$ cat src/hdl/cart_pkg.sv
// Cartridge control package
// Shared widths, header offsets, default size codes and the enums used by
// the cartridge header detector and the backup RAM sequencer

package cart_pkg;

	// ==================================================
	// Loader and SD widths
	// ==================================================
	localparam int unsigned load_addr_w  = 25;
	localparam int unsigned load_data_w  = 16;
	// All ones marks a cheat file
	localparam int unsigned load_index_w = 8;
	localparam int unsigned mask_w       = 24;
	localparam int unsigned lba_w        = 32;
	localparam int unsigned img_size_w   = 64;
	// Flags, address, compare and replace each use this width
	localparam int unsigned cheat_w      = 32;

	// ==================================================
	// Header layout
	// ==================================================
	// Copier prefix in front of the ROM image
	localparam int unsigned copier_hdr_bytes = 512;

	// ROM size byte in the upper half of the word at the base
	localparam int unsigned lorom_hdr_addr   = 'h7FD6 + copier_hdr_bytes;
	localparam int unsigned hirom_hdr_addr   = 'hFFD6 + copier_hdr_bytes;
	localparam int unsigned exhirom_hdr_addr = 'h40FFD6 + copier_hdr_bytes;

	// Each size code doubles this unit
	localparam int unsigned default_rom_size = 12;
	localparam int unsigned size_unit        = 1024;

	// ==================================================
	// Enums
	// ==================================================
	typedef enum logic [2:0] {
		hdr_auto    = 3'd0,
		hdr_none    = 3'd1,
		hdr_lorom   = 3'd2,
		hdr_hirom   = 3'd3,
		hdr_exhirom = 3'd4
	} header_mode_e;

	// Backup RAM sector sequencer
	typedef enum logic [1:0] {
		bk_idle,
		bk_request,
		bk_transfer
	} bk_state_e;

endpackage

$ cat src/hdl/cart_header_detect.sv
// Cartridge header detector
// Watches the loader word stream during a cartridge load and derives the
// ROM type, the ROM and RAM address masks and the video region.
// A forced header mode overrides the size codes found in the file

`timescale 1ns/100ps

module cart_header_detect (
	input  logic                               clk_sys,
	input  logic                               reset,
	input  logic                               cart_load,
	input  logic                               load_wr,
	input  logic [cart_pkg::load_addr_w-1:0]   load_addr,
	input  logic [cart_pkg::load_data_w-1:0]   load_data,
	input  cart_pkg::header_mode_e             header_mode,
	output logic [7:0]                         rom_type,
	output logic                               rom_region,
	output logic [cart_pkg::mask_w-1:0]        rom_mask,
	output logic [cart_pkg::mask_w-1:0]        ram_mask
);

	import cart_pkg::*;

	logic [3:0]             rom_size;
	logic [3:0]             ram_size;
	logic                   hdr_forced;
	logic [load_addr_w-1:0] hdr_rom_addr;
	logic [load_addr_w-1:0] hdr_ram_addr;

	// ==================================================
	// Header location for the forced modes
	// ==================================================
	always_comb begin
		hdr_forced   = 1'b1;
		hdr_rom_addr = '0;
		case (header_mode)
			hdr_lorom:   hdr_rom_addr = load_addr_w'(lorom_hdr_addr);
			hdr_hirom:   hdr_rom_addr = load_addr_w'(hirom_hdr_addr);
			hdr_exhirom: hdr_rom_addr = load_addr_w'(exhirom_hdr_addr);
			default:     hdr_forced = 1'b0;
		endcase
	end

	// RAM size nibble is one word past the ROM size byte
	assign hdr_ram_addr = hdr_rom_addr + load_addr_w'(2);

	// ==================================================
	// Field capture
	// ==================================================
	always_ff @(posedge clk_sys) begin
		if (!reset) begin
			rom_type   <= 8'd0;
			rom_region <= 1'b0;
			rom_size   <= 4'(default_rom_size);
			ram_size   <= 4'd0;
		end else if (cart_load && load_wr) begin
			if (load_addr == '0) begin
				rom_size <= 4'(default_rom_size);
				ram_size <= 4'd0;
				// Auto mode takes the sizes from the loader's own prefix
				if (header_mode == hdr_auto && load_data[7:0] != 8'd0) begin
					{ram_size, rom_size} <= load_data[7:0];
				end
				case (header_mode)
					hdr_none,
					hdr_lorom:   rom_type <= 8'd0;
					hdr_hirom:   rom_type <= 8'd1;
					hdr_exhirom: rom_type <= 8'd2;
					default:     rom_type <= load_data[15:8];
				endcase
			end

			if (load_addr == load_addr_w'(2)) begin
				rom_region <= load_data[8];
			end

			if (hdr_forced && load_addr == hdr_rom_addr) begin
				rom_size <= load_data[11:8];
			end
			if (hdr_forced && load_addr == hdr_ram_addr) begin
				ram_size <= load_data[3:0];
			end
		end
	end

	// Masks follow the registered size codes
	assign rom_mask = (mask_w'(size_unit) << rom_size) - mask_w'(1);
	assign ram_mask = (ram_size != 4'd0) ? (mask_w'(size_unit) << ram_size) - mask_w'(1) : '0;

endmodule

$ cat src/hdl/cheat_code_loader.sv
// Cheat code loader
// Collects the eight 16-bit words of a cheat record into the flags,
// address, compare and replace fields and pulses valid when complete

`timescale 1ns/100ps

module cheat_code_loader (
	input  logic                             clk_sys,
	input  logic                             reset,
	input  logic                             code_load,
	input  logic                             cart_load,
	input  logic                             load_wr,
	input  logic [cart_pkg::load_addr_w-1:0] load_addr,
	input  logic [cart_pkg::load_data_w-1:0] load_data,
	output logic [cart_pkg::cheat_w-1:0]     cheat_flags,
	output logic [cart_pkg::cheat_w-1:0]     cheat_addr,
	output logic [cart_pkg::cheat_w-1:0]     cheat_compare,
	output logic [cart_pkg::cheat_w-1:0]     cheat_replace,
	output logic                             cheat_valid,
	output logic                             cheat_reset
);

	import cart_pkg::*;

	localparam int unsigned half_w = cheat_w / 2;

	logic code_wr;

	assign code_wr = code_load && load_wr;

	// Record fields take the low half first in each pair
	always_ff @(posedge clk_sys) begin
		if (code_wr) begin
			case (load_addr[3:0])
				4'd0:  cheat_flags[half_w-1:0]         <= load_data;
				4'd2:  cheat_flags[cheat_w-1:half_w]   <= load_data;
				4'd4:  cheat_addr[half_w-1:0]          <= load_data;
				4'd6:  cheat_addr[cheat_w-1:half_w]    <= load_data;
				4'd8:  cheat_compare[half_w-1:0]       <= load_data;
				4'd10: cheat_compare[cheat_w-1:half_w] <= load_data;
				4'd12: cheat_replace[half_w-1:0]       <= load_data;
				4'd14: cheat_replace[cheat_w-1:half_w] <= load_data;
				default: ;
			endcase
		end
	end

	// Last word of the record clocks the code in
	always_ff @(posedge clk_sys) begin
		if (!reset) begin
			cheat_valid <= 1'b0;
		end else begin
			cheat_valid <= code_wr && (load_addr[3:0] == 4'd14);
		end
	end

	// Cheat list clears on a new cartridge or a fresh cheat file
	assign cheat_reset = cart_load || (code_wr && load_addr == '0);

	a_valid_single: assert property (
		@(posedge clk_sys) disable iff (!reset) cheat_valid |=> !cheat_valid);

endmodule

$ cat src/hdl/backup_ram_sync.sv
// Backup RAM synchroniser
// Tracks unsaved writes to the cartridge backup RAM and moves it to or
// from the SD image one sector at a time. Covers manual load and save,
// autoload at the end of a cartridge load and autosave on menu open

`timescale 1ns/100ps

module backup_ram_sync (
	input  logic                              clk_sys,
	input  logic                              reset,
	input  logic                              cart_load,
	input  logic [cart_pkg::mask_w-1:0]       ram_mask,
	input  logic                              img_mounted,
	input  logic                              img_readonly,
	input  logic [cart_pkg::img_size_w-1:0]   img_size,
	input  logic                              osd_open,
	input  logic                              autosave_en,
	input  logic                              sram_write,
	input  logic                              bk_load_req,
	input  logic                              bk_save_req,
	input  logic                              sd_ack,
	output logic [cart_pkg::lba_w-1:0]        sd_lba,
	output logic                              sd_rd,
	output logic                              sd_wr,
	output logic                              bk_busy,
	output logic                              bk_loading,
	output logic                              save_led
);

	import cart_pkg::*;

	bk_state_e state;

	logic bk_ena;
	logic pending;
	logic old_cart_load;
	logic old_load;
	logic old_save;
	logic old_ack;
	logic save_cond;
	logic load_edge;
	logic save_edge;
	logic autoload;
	logic ack_rise;
	logic ack_fall;
	logic last_sector;

	// ==================================================
	// Trigger and handshake edges
	// ==================================================
	assign save_cond = bk_save_req || (pending && osd_open && autosave_en);
	assign load_edge = bk_load_req && bk_ena && !old_load;
	assign save_edge = save_cond && bk_ena && !old_save;
	assign autoload  = old_cart_load && !cart_load && (img_size != '0) && bk_ena;
	assign ack_rise  = sd_ack && !old_ack;
	assign ack_fall  = !sd_ack && old_ack;

	assign last_sector = sd_lba >= lba_w'(ram_mask[23:9]);
	assign bk_busy     = (state != bk_idle);
	assign save_led    = cart_load || (pending && autosave_en);

	always_ff @(posedge clk_sys) begin
		if (!reset) begin
			old_cart_load <= 1'b0;
			old_load      <= 1'b0;
			old_save      <= 1'b0;
			old_ack       <= 1'b0;
		end else begin
			old_cart_load <= cart_load;
			old_load      <= bk_load_req && bk_ena;
			old_save      <= save_cond && bk_ena;
			old_ack       <= sd_ack;
		end
	end

	// Save image is mounted while the cartridge is still loading
	always_ff @(posedge clk_sys) begin
		if (!reset) begin
			bk_ena <= 1'b0;
		end else begin
			if (cart_load && !old_cart_load) begin
				bk_ena <= 1'b0;
			end
			if (cart_load && img_mounted && !img_readonly) begin
				bk_ena <= |ram_mask;
			end
		end
	end

	// Unsaved writes are dropped once a transfer is under way
	always_ff @(posedge clk_sys) begin
		if (!reset) begin
			pending <= 1'b0;
		end else if (bk_ena && !osd_open && sram_write) begin
			pending <= 1'b1;
		end else if (bk_busy) begin
			pending <= 1'b0;
		end
	end

	// ==================================================
	// Sector sequencer
	// ==================================================
	always_ff @(posedge clk_sys) begin
		if (!reset) begin
			state      <= bk_idle;
			sd_lba     <= '0;
			sd_rd      <= 1'b0;
			sd_wr      <= 1'b0;
			bk_loading <= 1'b0;
		end else begin
			case (state)
				bk_idle: begin
					if (autoload) begin
						state      <= bk_request;
						sd_lba     <= '0;
						sd_rd      <= 1'b1;
						sd_wr      <= 1'b0;
						bk_loading <= 1'b1;
					end else if (load_edge || save_edge) begin
						state      <= bk_request;
						sd_lba     <= '0;
						sd_rd      <= load_edge;
						sd_wr      <= !load_edge;
						bk_loading <= load_edge;
					end
				end
				bk_request: begin
					// Device has taken the request
					if (ack_rise) begin
						sd_rd <= 1'b0;
						sd_wr <= 1'b0;
						state <= bk_transfer;
					end
				end
				bk_transfer: begin
					if (ack_fall) begin
						if (last_sector) begin
							state      <= bk_idle;
							bk_loading <= 1'b0;
						end else begin
							sd_lba <= sd_lba + lba_w'(1);
							sd_rd  <= bk_loading;
							sd_wr  <= !bk_loading;
							state  <= bk_request;
						end
					end
				end
				default: state <= bk_idle;
			endcase
		end
	end

	a_rd_wr_excl: assert property (
		@(posedge clk_sys) disable iff (!reset) !(sd_rd && sd_wr));

	a_lba_in_range: assert property (
		@(posedge clk_sys) disable iff (!reset)
		bk_busy |-> (sd_lba <= lba_w'(ram_mask[23:9])));

endmodule

$ cat src/hdl/cart_control_top.sv
// Cartridge control top
// Splits the loader stream into cartridge and cheat loads and ties the
// header detector, the cheat loader and the backup RAM sequencer together

`timescale 1ns/100ps

module cart_control_top (
	input  logic                              clk_sys,
	input  logic                              reset,
	input  logic                              load_active,
	input  logic [cart_pkg::load_index_w-1:0] load_index,
	input  logic [cart_pkg::load_addr_w-1:0]  load_addr,
	input  logic [cart_pkg::load_data_w-1:0]  load_data,
	input  logic                              load_wr,
	input  cart_pkg::header_mode_e            header_mode,
	input  logic                              autosave_en,
	input  logic                              osd_open,
	input  logic                              bk_load_req,
	input  logic                              bk_save_req,
	input  logic                              sram_write,
	input  logic                              img_mounted,
	input  logic                              img_readonly,
	input  logic [cart_pkg::img_size_w-1:0]   img_size,
	input  logic                              sd_ack,
	output logic [7:0]                        rom_type,
	output logic                              rom_region,
	output logic [cart_pkg::mask_w-1:0]       rom_mask,
	output logic [cart_pkg::mask_w-1:0]       ram_mask,
	output logic [cart_pkg::cheat_w-1:0]      cheat_flags,
	output logic [cart_pkg::cheat_w-1:0]      cheat_addr,
	output logic [cart_pkg::cheat_w-1:0]      cheat_compare,
	output logic [cart_pkg::cheat_w-1:0]      cheat_replace,
	output logic                              cheat_valid,
	output logic                              cheat_reset,
	output logic [cart_pkg::lba_w-1:0]        sd_lba,
	output logic                              sd_rd,
	output logic                              sd_wr,
	output logic                              bk_busy,
	output logic                              bk_loading,
	output logic                              save_led,
	output logic                              core_hold
);

	logic code_index;
	logic cart_load;
	logic code_load;

	// Index of all ones carries a cheat file
	assign code_index = &load_index;
	assign cart_load  = load_active && !code_index;
	assign code_load  = load_active && code_index;

	// Core stays stopped while its ROM or backup RAM is being filled
	assign core_hold = cart_load || bk_loading || !reset;

	cart_header_detect u_header (
		.clk_sys     (clk_sys),
		.reset       (reset),
		.cart_load   (cart_load),
		.load_wr     (load_wr),
		.load_addr   (load_addr),
		.load_data   (load_data),
		.header_mode (header_mode),
		.rom_type    (rom_type),
		.rom_region  (rom_region),
		.rom_mask    (rom_mask),
		.ram_mask    (ram_mask)
	);

	cheat_code_loader u_cheat (
		.clk_sys       (clk_sys),
		.reset         (reset),
		.code_load     (code_load),
		.cart_load     (cart_load),
		.load_wr       (load_wr),
		.load_addr     (load_addr),
		.load_data     (load_data),
		.cheat_flags   (cheat_flags),
		.cheat_addr    (cheat_addr),
		.cheat_compare (cheat_compare),
		.cheat_replace (cheat_replace),
		.cheat_valid   (cheat_valid),
		.cheat_reset   (cheat_reset)
	);

	backup_ram_sync u_backup (
		.clk_sys      (clk_sys),
		.reset        (reset),
		.cart_load    (cart_load),
		.ram_mask     (ram_mask),
		.img_mounted  (img_mounted),
		.img_readonly (img_readonly),
		.img_size     (img_size),
		.osd_open     (osd_open),
		.autosave_en  (autosave_en),
		.sram_write   (sram_write),
		.bk_load_req  (bk_load_req),
		.bk_save_req  (bk_save_req),
		.sd_ack       (sd_ack),
		.sd_lba       (sd_lba),
		.sd_rd        (sd_rd),
		.sd_wr        (sd_wr),
		.bk_busy      (bk_busy),
		.bk_loading   (bk_loading),
		.save_led     (save_led)
	);

endmodule

$ cat config.mk
export PLATFORM = sky130hd
export DESIGN_NAME = cart_control_top
export DESIGN_NICKNAME = d
export VERILOG_FILES = /design/src/hdl/cart_pkg.sv /design/src/hdl/cart_header_detect.sv /design/src/hdl/cheat_code_loader.sv /design/src/hdl/backup_ram_sync.sv /design/src/hdl/cart_control_top.sv
export SDC_FILE = /design/constraint.sdc
export NUM_CORES = 1
export LEC_CHECK = 0
export ABC_AREA = 1
export BUFFER_PORTS_ARGS = -buffer_cell sky130_fd_sc_hd__buf_2
export CAP_MARGIN = 0
export CORE_MARGIN = 4
export CORE_UTILIZATION = 50
export CTS_CLUSTER_SIZE = 10
export DETAILED_ROUTE_END_ITERATION = 8
export GPL_ROUTABILITY_DRIVEN = 0
export PLACE_DENSITY = 0.83
export SKIP_CTS_REPAIR_TIMING = 1
export SYNTH_ARGS = -nofsm -noshare
export SYNTH_HDL_FRONTEND = slang
export SYNTH_SLANG_ARGS = --single-unit
$ cat constraint.sdc
create_clock -name clk_sys -period 4.4 [get_ports clk_sys]
set_input_delay 0.66 -clock clk_sys [delete_from_list [all_inputs] [get_ports clk_sys]]
set_output_delay 0.66 -clock clk_sys [all_outputs]
set_load 0.02 [all_outputs]
==> out/metrics.yaml, run 1 <==
outcome:
  status: "completed"
clock_tree:
  clk_latency_ns: 0.43
  cts_max_level: 4
  path_clk_slew_ns: 0.08
  cts_buffers: 17
  cts.path.max_buffers: 2
  cts_tree: "done"
  clock-sinks: 189
  clock-root-buffer: "clkbuf_16"
power:
  ir_drop_mv: 0.286
  clkPwrFrac_pct: 37.9
  seqPwrFrac_pct: 48.1
  combPwrFrac_pct: 14.0
  p_leak_uw: 0.00479
  switchingPower_uw: 1140
  swShare_pct: 28.2
  power_density_nw_per_um2: 373
  total_power_uw: 4040
  intPower_uw: 2900
sta:
  worstMarginPinSlew_ns: 1.11
  finalSetupViolations: 0
  rsz0062_at_grt: "no"
  setup_tns_ns: 0
  hold_violations: 0
  post-route-period-util_pct: 82.3
  timing.final.crit_period_ns: 3.62
  slew_viol_final: 0
  worst_clock_skew_ns: 0.0103
  fmax_mhz: 276
  fin_ws_ns: 0.781
  relSlewSlack_pct: 26.2
synthesis:
  yosys-top-cells-count: "nand2_1, nor2_1, edfxtp_1"
  ys_ff_latch: 189
  yosysMostFrequentCell: "nand2_1"
  synthAdderAreaFrac_pct: 3.28
  synthMuxAreaShare_pct: 0
  syn_inst: 871
  async_flop_share_pct: 0
  synth.cell_area_um2: 8390
  synth.avg_cell_area_um2: 9.63
  synth_simple_gate_area_share_pct: 22.6
  synth_top_family_by_area: "simple AND/OR/NAND/NOR gates"
  yosysTopAreaCell: "edfxtp_1"
  synth-xor-area-share_pct: 1.76
  synth_edf_count: 128
  ys_warn_count: 0
  ys_seq_area_share_pct: 60.4
  yosysTopAreaCellShare_pct: 45.8
  synth_ff_type: "edfxtp_1"
  synthTopCellsByArea: "edfxtp_1, dfxtp_1, nand2_1"
  synth_compound_area_share_pct: 5.10
  synth_cell_type_count: 42
finish:
  final_nets: 1362
  final-seq-area_um2: 5060
  syn_to_final_growth_pct: 29.2
  multi_input_area_um2: 2800
  fillers: 1282
  drive_gt1_share_pct: 33.7
setup_path:
  worstSetupEndpointType: "flop"
  max_stage_delay_ns: 0.48
  path_max_fanout: 13
  worstPathArrival_ns: 3.97
  ff2ff_setup_slack_ns: 0.78
  slowest_stage: "o21ai_2"
  critPathBufInv: 5
  cpMostUsedCell: "nand2_1"
  crit_required_ns: 4.75
  worst_setup_path_start_kind: "flop"
  path_class: "flop to flop"
  crit_chain: "nor2_1 -> inv_1 -> nor2_2 -> inv_1 -> ha_1 -> inv_1 -> nor3_1 -> nor3_1 -> inv_1 -> ha_1 -> nand2_1 -> inv_1 -> nand2_1 -> nand2_1 -> nand2_1 -> nand2_1 -> nand2_1 -> nand3_1 -> o21ai_2 -> nand3_1 -> a21oi_1"
  critPathTopFamily: "simple AND/OR/NAND/NOR gates"
route:
  routed_via_density: 5.02
  drc: 0
  drtIter0Drc: 443
  ant_nets: 0
  wl_per_cell_um: 16.2
  wirelength_um: 23500
  vias: 7268
  drtPass1Iterations: 5
global_routing:
  grt_pass1_wl_um: 34500
  grt_usage_pct: 24.3
  grt_max_degree: 38
  antenna_found_initial: 4
  grt_pass1_vias: 6686
  overflow: 0
floorplan:
  die_y_um: 138
  die_w_um: 138
  num_io_pins: 353
  start_util_pct: 50.7
  die_area_um2: 18900
  row_count: 47
  fp.coreArea_um2: 16500
place:
  post-place-ws_ns: 0.891
  place_hpwl_um: 18000
  port_buffers: 342
job:
  cap_violations: 0
worst_hold_path:
  hold_path.class: "input port to flop"
## placed cells by master (no fill, tap or decap), drive strengths merged
cell type	count
a211oi	1
a21boi	1
a21o	1
a21oi	39
a31oi	1
and2	1
buf	346
bufinv	1
clkbuf	17
clkinv	4
conb	10
dfxtp	61
diode	4
edfxtp	128
ha	22
inv	100
nand2	180
nand3	49
nand3b	2
nand4	6
nor2	173
nor3	20
nor3b	3
nor4	6
nor4b	1
o211ai	1
o21ai	34
xnor2	2
xor2	14
## power groups by stage
stage	Sequential [uW]	Combinational [uW]	Clock, uW
floorplan	1990	385	0
global placement	1980	546	0
detailed placement	1980	558	0
CTS	1940	561	1550
global route	1940	626	1640
finish	1940	567	1530
## logic make-up after synthesis
| family | Yosys count |
|---|---|
| DFF | 189 |
| AOI/OAI and AO/OA | 78 |
| and+or+nand+nor | 441 |
| other | 1 |
| xor gates and xnor gates | 16 |
| buffers and inverters | 124 |
| adders and majority gates | 22 |
## worst min-delay path: stages
cell and delay (ns):
buf_2 0.09, nand2_1 0.04, inv_1 0.04
## sequential cells by signal, summed over array words and instances (netlist names), 2 cells and up
signal                 cells
u_cheat.cheat_replace     32
u_cheat.cheat_addr        32
u_header.ram_size          4
u_backup.state             2
u_cheat.cheat_compare     32
u_cheat.cheat_flags       32
u_backup.sd_lba           32
u_header.rom_type          8
u_header.rom_size          4
## final timing paths
path / start / to / depth (start not counted)
worst max-delay path: u_header.ram_size[3] / u_backup.sd_lba[3] / 21
worst min-delay path: sd_ack / u_backup.old_ack / 3
worst max register to register: u_header.ram_size[3] / u_backup.sd_lba[3] / 21
worst min register to register: u_header.rom_type[2] / u_header.rom_type[2] / 2
## cell type report
| cell class | instances | share of cell area (%) |
|---|---|---|
| Multi-Input combinational cell | 567 | 25.9 |
| Antenna cell | 4 | 0.0924 |
| Clock buffer | 17 | 3.93 |
| Clock inverter | 14 | 1.56 |
| Timing Repair Buffer | 346 | 16.1 |
| Sequential cell | 189 | 46.8 |
| Inverter | 91 | 3.15 |
| Tap cell | 220 | 2.54 |
## metal layers
| layer | global-route usage, % | up-vias | wire [um] |
|---|---|---|---|
| met5 | 0 | - | 0 |
| met2 | 42.9 | 386 | 11900 |
| li1 | - | 3533 | - |
| met1 | 28.7 | 3309 | 8920 |
| met3 | 5.30 | 40 | 2180 |
| met4 | 9.59 | 0 | 531 |
## stage by stage
step / instance area [um^2] / std cells / hold slack, ns / utilization, %
after floorplan: 8420 / 880 / 0.437 / -
after global placement: 10200 / 1413 / 0.430 / 61.9
after detailed placement: 10200 / 1413 / 0.439 / 61.9
after CTS: 10800 / 1444 / 0.410 / 65.5
after global routing: 10800 / 1448 / 0.420 / 65.5
final: 10800 / 1448 / 0.426 / 65.5
Note: power is estimated with default switching activity, not from simulation.
==> run 2: changes to the inputs <==
--- a/config.mk
+++ b/config.mk
@@ -5,15 +5,15 @@
 export SDC_FILE = /design/constraint.sdc
 export NUM_CORES = 1
 export LEC_CHECK = 0
-export ABC_AREA = 1
+export ABC_AREA = 0
 export BUFFER_PORTS_ARGS = -buffer_cell sky130_fd_sc_hd__buf_2
 export CAP_MARGIN = 0
 export CORE_MARGIN = 4
-export CORE_UTILIZATION = 50
+export CORE_UTILIZATION = 48
 export CTS_CLUSTER_SIZE = 10
 export DETAILED_ROUTE_END_ITERATION = 8
 export GPL_ROUTABILITY_DRIVEN = 0
-export PLACE_DENSITY = 0.83
+export PLACE_DENSITY = 0.81
 export SKIP_CTS_REPAIR_TIMING = 1
 export SYNTH_ARGS = -nofsm -noshare
 export SYNTH_HDL_FRONTEND = slang
==> constraint.sdc (replaced) <==
create_clock -name clk_sys -period 3.55 [get_ports clk_sys]
set_input_delay 0.5325 -clock clk_sys [delete_from_list [all_inputs] [get_ports clk_sys]]
set_output_delay 0.5325 -clock clk_sys [all_outputs]
set_load 0.02 [all_outputs]
==> out/metrics.yaml, run 2 <==
outcome:
  status: "completed"
finish:
  final-seq-area_um2: 5060  # unchanged
  syn_to_final_growth_pct: 33.1
  finish.utilization_pct: 64.9  # -0.62 points
  drive_gt1_share_pct: 41.5  # +7.8 points
  multi_input_area_um2: 2700  # -3.8%
  final_common_cell: "buf_2"
  fillers: 1265  # -1.3%
  layout_common_cells: "buf_2, edfxtp_1, dfxtp_1"
  final_nets: 1178  # -14%
  layoutNonFillerInstCount: 1263  # -13%
  post-route-cell-area_um2: 10700  # -1.3%
sta:
  relSlewSlack_pct: 49.6  # +23 points
  worst_clock_skew_ns: 0.00929  # -0.000963 ns
  timing.final.crit_period_ns: 3.43  # -0.191 ns
  post-route-period-util_pct: 96.6  # +14 points
  slew_viol_final: 0  # unchanged
  worstMarginPinSlew_ns: 0.753  # -0.352 ns
  finalSetupViolations: 0  # unchanged
  fmax_mhz: 292  # +5.6%
  hold_violations: 0  # unchanged
synthesis:
  synth.cell_area_um2: 8030  # -4.2%
  synth.avg_cell_area_um2: 11.9  # +24%
  async_flop_share_pct: 0  # unchanged
  ys_seq_area_share_pct: 63.1  # +2.7 points
  yosysMostFrequentCell: "edfxtp_1"
  yosysTopAreaCell: "edfxtp_1"
  synth_edf_count: 128  # unchanged
  syn_inst: 674  # -23%
  yosys-top-cells-count: "edfxtp_1, dfxtp_1, nor2_1"
  yosysTopAreaCellShare_pct: 47.9  # +2.0 points
  synthTopCellsByArea: "edfxtp_1, dfxtp_1, ha_1"
  synth_ff_type: "edfxtp_1"
  ys_ff_latch: 189  # unchanged
  ys_warn_count: 0  # unchanged
  synth_cell_type_count: 64  # +52%
clock_tree:
  cts_tree: "done"
  cts_buffers: 17  # unchanged
  clk_latency_ns: 0.42  # about the same
  clock-root-buffer: "clkbuf_16"
  clock-sinks: 189  # unchanged
  path_clk_slew_ns: 0.07  # about the same
  cts_max_level: 4  # unchanged
  cts.path.max_buffers: 2  # unchanged
floorplan:
  fp.coreArea_um2: 16500  # -0.36%
  die_w_um: 137  # -0.10%
  row_count: 47  # unchanged
  start_util_pct: 48.8  # -2.0 points
  num_io_pins: 353  # unchanged
  die_y_um: 137  # -0.10%
  die_area_um2: 18900  # -0.20%
worst_hold_path:
  holdPathStages: 2  # -1
  hold_path.class: "input port to flop"
route:
  drc: 0  # unchanged
  drtIter0Drc: 507  # +14%
  wirelength_um: 23700  # +0.74%
  drtPass1Iterations: 5  # unchanged
  ant_nets: 0  # unchanged
  vias: 6854  # -5.7%
  routed_via_density: 5.43  # +8.1%
  wl_per_cell_um: 18.8  # +15%
setup_path:
  r2r_cells: 14  # -33%
  worstPathArrival_ns: 3.74  # -0.23 ns
  max_stage_delay_ns: 0.49  # about the same
  worst_setup_path_start_kind: "flop"
  cp_num_cells: 14  # -33%
  crit_required_ns: 3.86  # -0.89 ns
  worstSetupEndpointType: "flop"
  critPathTopFamily: "compound AO/OA/AOI/OAI gates"
  critPathBufInv: 3  # -2
  path_max_fanout: 8  # -5
  path_class: "flop to flop"
  crit_chain: "or2_4 -> nor2_4 -> inv_1 -> ha_1 -> inv_1 -> nand2_1 -> o31a_1 -> ha_1 -> o211a_1 -> o311a_4 -> o41a_1 -> buf_6 -> o31a_1 -> o21a_1"
  slowest_stage: "o41a_1"
global_routing:
  antenna_found_initial: 2  # -2
  grt_usage_pct: 23.7  # -0.59 points
  grt_max_degree: 22  # -42%
  overflow: 0  # unchanged
  grt_pass1_vias: 6320  # -5.5%
  grt_pass1_wl_um: 33800  # -2.1%
job:
  cap_violations: 0  # unchanged
place:
  dpl.cell_count: 1227  # -13%
  port_buffers: 342  # unchanged
  place_hpwl_um: 17800  # -1.3%
  dpl_cell_area_um2: 10000  # -1.9%
power:
  total_power_uw: 4850  # +20%
  ir_drop_mv: 0.345  # +20%
  p_leak_uw: 0.00455  # -5.2%
  power_density_nw_per_um2: 454  # +22%
run 2: cell type report:
type                       count  area share (%)
timing repair buffer         367            17.8
inverter                      38            1.33
multi-input combinational    415            25.2
clock inverter                15            1.69
clock buffer                  17            3.98
sequential                   189            47.4
antenna                        2          0.0468
tap                          220            2.57
run 2: layer usage:
layer  routed length, um  global-route usage, %
met5                   0                      0
met4                 619                   8.65
met3                2000                   3.07
met2               12400                   43.2
met1                8710                   28.6
run 2: path summary, 6_finish.rpt:
path                                           start                    to  slack, ns
worst min-delay path                     bk_load_req     u_backup.old_load       0.37
worst max register to register  u_header.ram_size[0]    u_backup.sd_lba[4]       0.12
worst min register to register  u_header.rom_type[3]  u_header.rom_type[3]       0.47
worst max-delay path            u_header.ram_size[0]    u_backup.sd_lba[4]       0.12
run 2: power breakdown:
part | switching, uW | internal, uW | total, uW
Sequential | 18.6 | 2360 | 2380
Combinational | 380 | 198 | 577
Clock | 931 | 967 | 1900
run 2: per-stage QoR:
step	setup slack, ns	hold slack, ns	TNS (ns)
floorplan	0.0469	0.445	0
detailed placement	-0.0186	0.453	-0.0347
finish	0.122	0.373	0
CTS	-0.0765	0.362	-0.376
global route	-0.0404	0.363	-0.0618
global placement	0.115	0.451	0
run 2: kinds of logic after synthesis:
family	count (synthesis)	synth area share, %
other cells	1	0.0467
mux	4	0.530
compound gates	135	11.7
flops	189	63.1
xor+xnor	2	0.218
buf+inv	79	4.78
simple gates	242	16.2
fa+ha+maj	22	3.43
==> run 3: changes to the inputs <==
--- a/config.mk
+++ b/config.mk
@@ -5,7 +5,7 @@
 export SDC_FILE = /design/constraint.sdc
 export NUM_CORES = 1
 export LEC_CHECK = 0
-export ABC_AREA = 0
+export ABC_AREA = 1
 export BUFFER_PORTS_ARGS = -buffer_cell sky130_fd_sc_hd__buf_2
 export CAP_MARGIN = 0
 export CORE_MARGIN = 4
@@ -13,8 +13,9 @@
 export CTS_CLUSTER_SIZE = 10
 export DETAILED_ROUTE_END_ITERATION = 8
 export GPL_ROUTABILITY_DRIVEN = 0
-export PLACE_DENSITY = 0.81
+export PLACE_DENSITY = 0.8
 export SKIP_CTS_REPAIR_TIMING = 1
 export SYNTH_ARGS = -nofsm -noshare
 export SYNTH_HDL_FRONTEND = slang
 export SYNTH_SLANG_ARGS = --single-unit
+export TNS_END_PERCENT = 5
==> out/metrics.yaml, run 3 (synthesized netlist as in run 1, its figures left out) <==
power:
  swShare_pct: 28.9  # +1.5 points
  switchingPower_uw: 1430  # +7.9%
  clkPwrFrac_pct: 36.8  # -2.3 points
  seqPwrFrac_pct: 48.4  # -0.6 points
  intPower_uw: 3530  # +0.25%
  combPwrFrac_pct: 14.8  # +2.9 points
  ir_drop_mv: 0.345  # +0.12%
  p_leak_uw: 0.00483  # +6.2%
  power_density_nw_per_um2: 455  # +0.32%
place:
  dpl.cell_count: 1426  # +16%
  place_hpwl_um: 17800  # -0.17%
  port_buffers: 342  # unchanged
sta:
  post-route-period-util_pct: 89.7  # -6.9 points
  hold_violations: 0  # unchanged
  rsz0062_at_grt: "no"
  relSlewSlack_pct: 54.7  # +5.0 points
  whs_ns: 0.300  # -0.0725 ns
  timing.final.crit_period_ns: 3.19  # -0.243 ns
  fmax_mhz: 314  # +7.6%
  worst_clock_skew_ns: 0.0102  # +0.000863 ns
  worstMarginPinSlew_ns: 0.679  # -0.0742 ns
  finalSetupViolations: 0  # unchanged
  setup_tns_ns: 0  # unchanged
  slew_viol_final: 0  # unchanged
setup_path:
  worst_setup_path_start_kind: "flop"
  r2r_cells: 20  # +6
  crit_required_ns: 3.84  # -0.02 ns
  slowest_stage: "dfxtp_1"
  r2r_end: "u_backup.sd_lba[2]"
  path_class: "flop to flop"
  endpoint: "u_backup.sd_lba[2]"
  crit_chain: "nor2_2 -> inv_1 -> nor2_2 -> inv_1 -> ha_1 -> inv_1 -> nor2_1 -> nand2_1 -> nor2_1 -> nor2_1 -> inv_1 -> ha_1 -> a21oi_1 -> a21oi_1 -> nor2_1 -> nand3_1 -> nand2_2 -> nand3_2 -> nand2_1 -> a21oi_1"
  worstPathArrival_ns: 3.47  # -0.27 ns
  ff2ff_setup_slack_ns: 0.36  # +0.24 ns
  worstSetupEndpointType: "flop"
  path_max_fanout: 13  # +5
  startpoint: "u_header.ram_size[0]"
  max_stage_delay_ns: 0.37  # -0.12 ns
  timing.rr.start: "u_header.ram_size[0]"
outcome:
  status: "completed"
clock_tree:
  path_clk_slew_ns: 0.07  # about the same
  cts.path.max_buffers: 2  # unchanged
  clock-root-buffer: "clkbuf_16"
  clock-sinks: 189  # unchanged
  cts_max_level: 4  # unchanged
  cts_tree: "done"
  cts_buffers: 17  # unchanged
  clk_latency_ns: 0.43  # about the same
floorplan:
  row_count: 48  # +2.1%
  fp.coreArea_um2: 17200  # +4.7%
  die_w_um: 140  # +2.0%
  start_util_pct: 48.6  # -0.13 points
  num_io_pins: 353  # unchanged
  die_y_um: 140  # +2.0%
  die_area_um2: 19600  # +4.1%
global_routing:
  grt_pass1_wl_um: 36600  # +8.2%
  overflow: 0  # unchanged
  grt_usage_pct: 23.6  # -0.077 points
  grt_max_degree: 38  # +73%
  grt_pass1_vias: 6912  # +9.4%
  antenna_found_initial: 6  # +4
route:
  vias: 7251  # +5.8%
  routed_via_density: 4.95  # -8.7%
  drtIter0Drc: 510  # +0.59%
  ant_nets: 0  # unchanged
  drc: 0  # unchanged
  drtPass1Iterations: 7  # +2
  wirelength_um: 23900  # +0.70%
  wl_per_cell_um: 16.3  # -13%
worst_hold_path:
  holdPathStages: 3  # +1
  hold_path.class: "input port to flop"
finish:
  drive_gt1_share_pct: 34.7  # -6.8 points
  final_nets: 1371  # +16%
  final_common_cell: "buf_2"
  layout_common_cells: "buf_2, nand2_1, nor2_1"
  finish.utilization_pct: 63.3  # -1.6 points
  syn_to_final_growth_pct: 30.1
  fillers: 1403  # +11%
  layoutNonFillerInstCount: 1464  # +16%
job:
  cap_violations: 0  # unchanged
==> run 3: changes by cell type in the layout (fill, tap and decap cells not counted), moves of 10 or more <==
cell | previous run | this run
nand4_1 | 20 | 6
nor2_1 | 38 | 159
nor4_1 | 29 | 6
and2_1 | 15 | 0
nand2b_1 | 13 | 0
nand2_1 | 36 | 171
o31ai_1 | 10 | 0
inv_1 | 35 | 88
xor2_1 | 1 | 13
nand3_1 | 21 | 44
o21ai_0 | 18 | 30
buf_4 | 23 | 12
==> run 3: area by class of cell <==
cell class | instances | area, um^2 | area share (%)
Sequential cell | 189 | 5070 | 46.4
Multi-Input combinational cell | 568 | 2830 | 26.0
Timing Repair Buffer | 354 | 1800 | 16.5
Clock buffer | 18 | 429 | 3.93
Inverter | 91 | 342 | 3.13
Tap cell | 225 | 282 | 2.58
Clock inverter | 14 | 143 | 1.31
Antenna cell | 5 | 12.5 | 0.115
==> run 3: per-stage QoR <==
| step | cell area [um^2] | setup WS (ns) | power (uW) |
|---|---|---|---|
| 6_report | 10900 | 0.365 | 4970 |
| 5_1_grt | 10900 | 0.0194 | 5170 |
| 4_1_cts | 10900 | 0.243 | 4960 |
| 3_5_place_dp | 10300 | 0.250 | 3150 |
| 3_3_place_gp | 10300 | 0.461 | 3140 |
| 2_1_floorplan | 8420 | 0.0397 | 2950 |
==> run 3: worst min-delay path by stage <==
stage / start / end / slack [ns]
floorplan: u_backup.pending / u_backup.pending / 0.44
global placement: u_header.rom_type[1] / u_header.rom_type[1] / 0.43
detailed placement: u_header.rom_type[1] / u_header.rom_type[1] / 0.43
CTS: sd_ack / u_backup.old_ack / 0.29
global route: sd_ack / u_backup.old_ack / 0.29
finish: sd_ack / u_backup.old_ack / 0.30
==> run 3: power groups by stage <==
stage | combinational [uW] | sequential (uW) | clock, uW
after floorplan | 478 | 2470 | 0
after global placement | 683 | 2450 | 0
after CTS | 702 | 2400 | 1860
after detailed placement | 696 | 2450 | 0
after global routing | 816 | 2410 | 1950
final | 735 | 2400 | 1830
==> run 3: critical path: cells and delay by family, from the launching register on <==
kind | cells | cell delay (ns)
fa+ha+maj | 2 | 0.53
simple gates | 11 | 1.55
compound gates | 3 | 0.27
flops | 1 | 0.37
buf+inv | 4 | 0.31
==> run 3: layer usage <==
metal | global-route usage, % | part of all wire [%] | vias up
met5 | 0 | 0.055 | -
met4 | 7.34 | 1.7 | 2
met3 | 5.63 | 8.5 | 29
met2 | 39.9 | 50 | 365
met1 | 30.2 | 40 | 3298
li1 | - | - | 3557
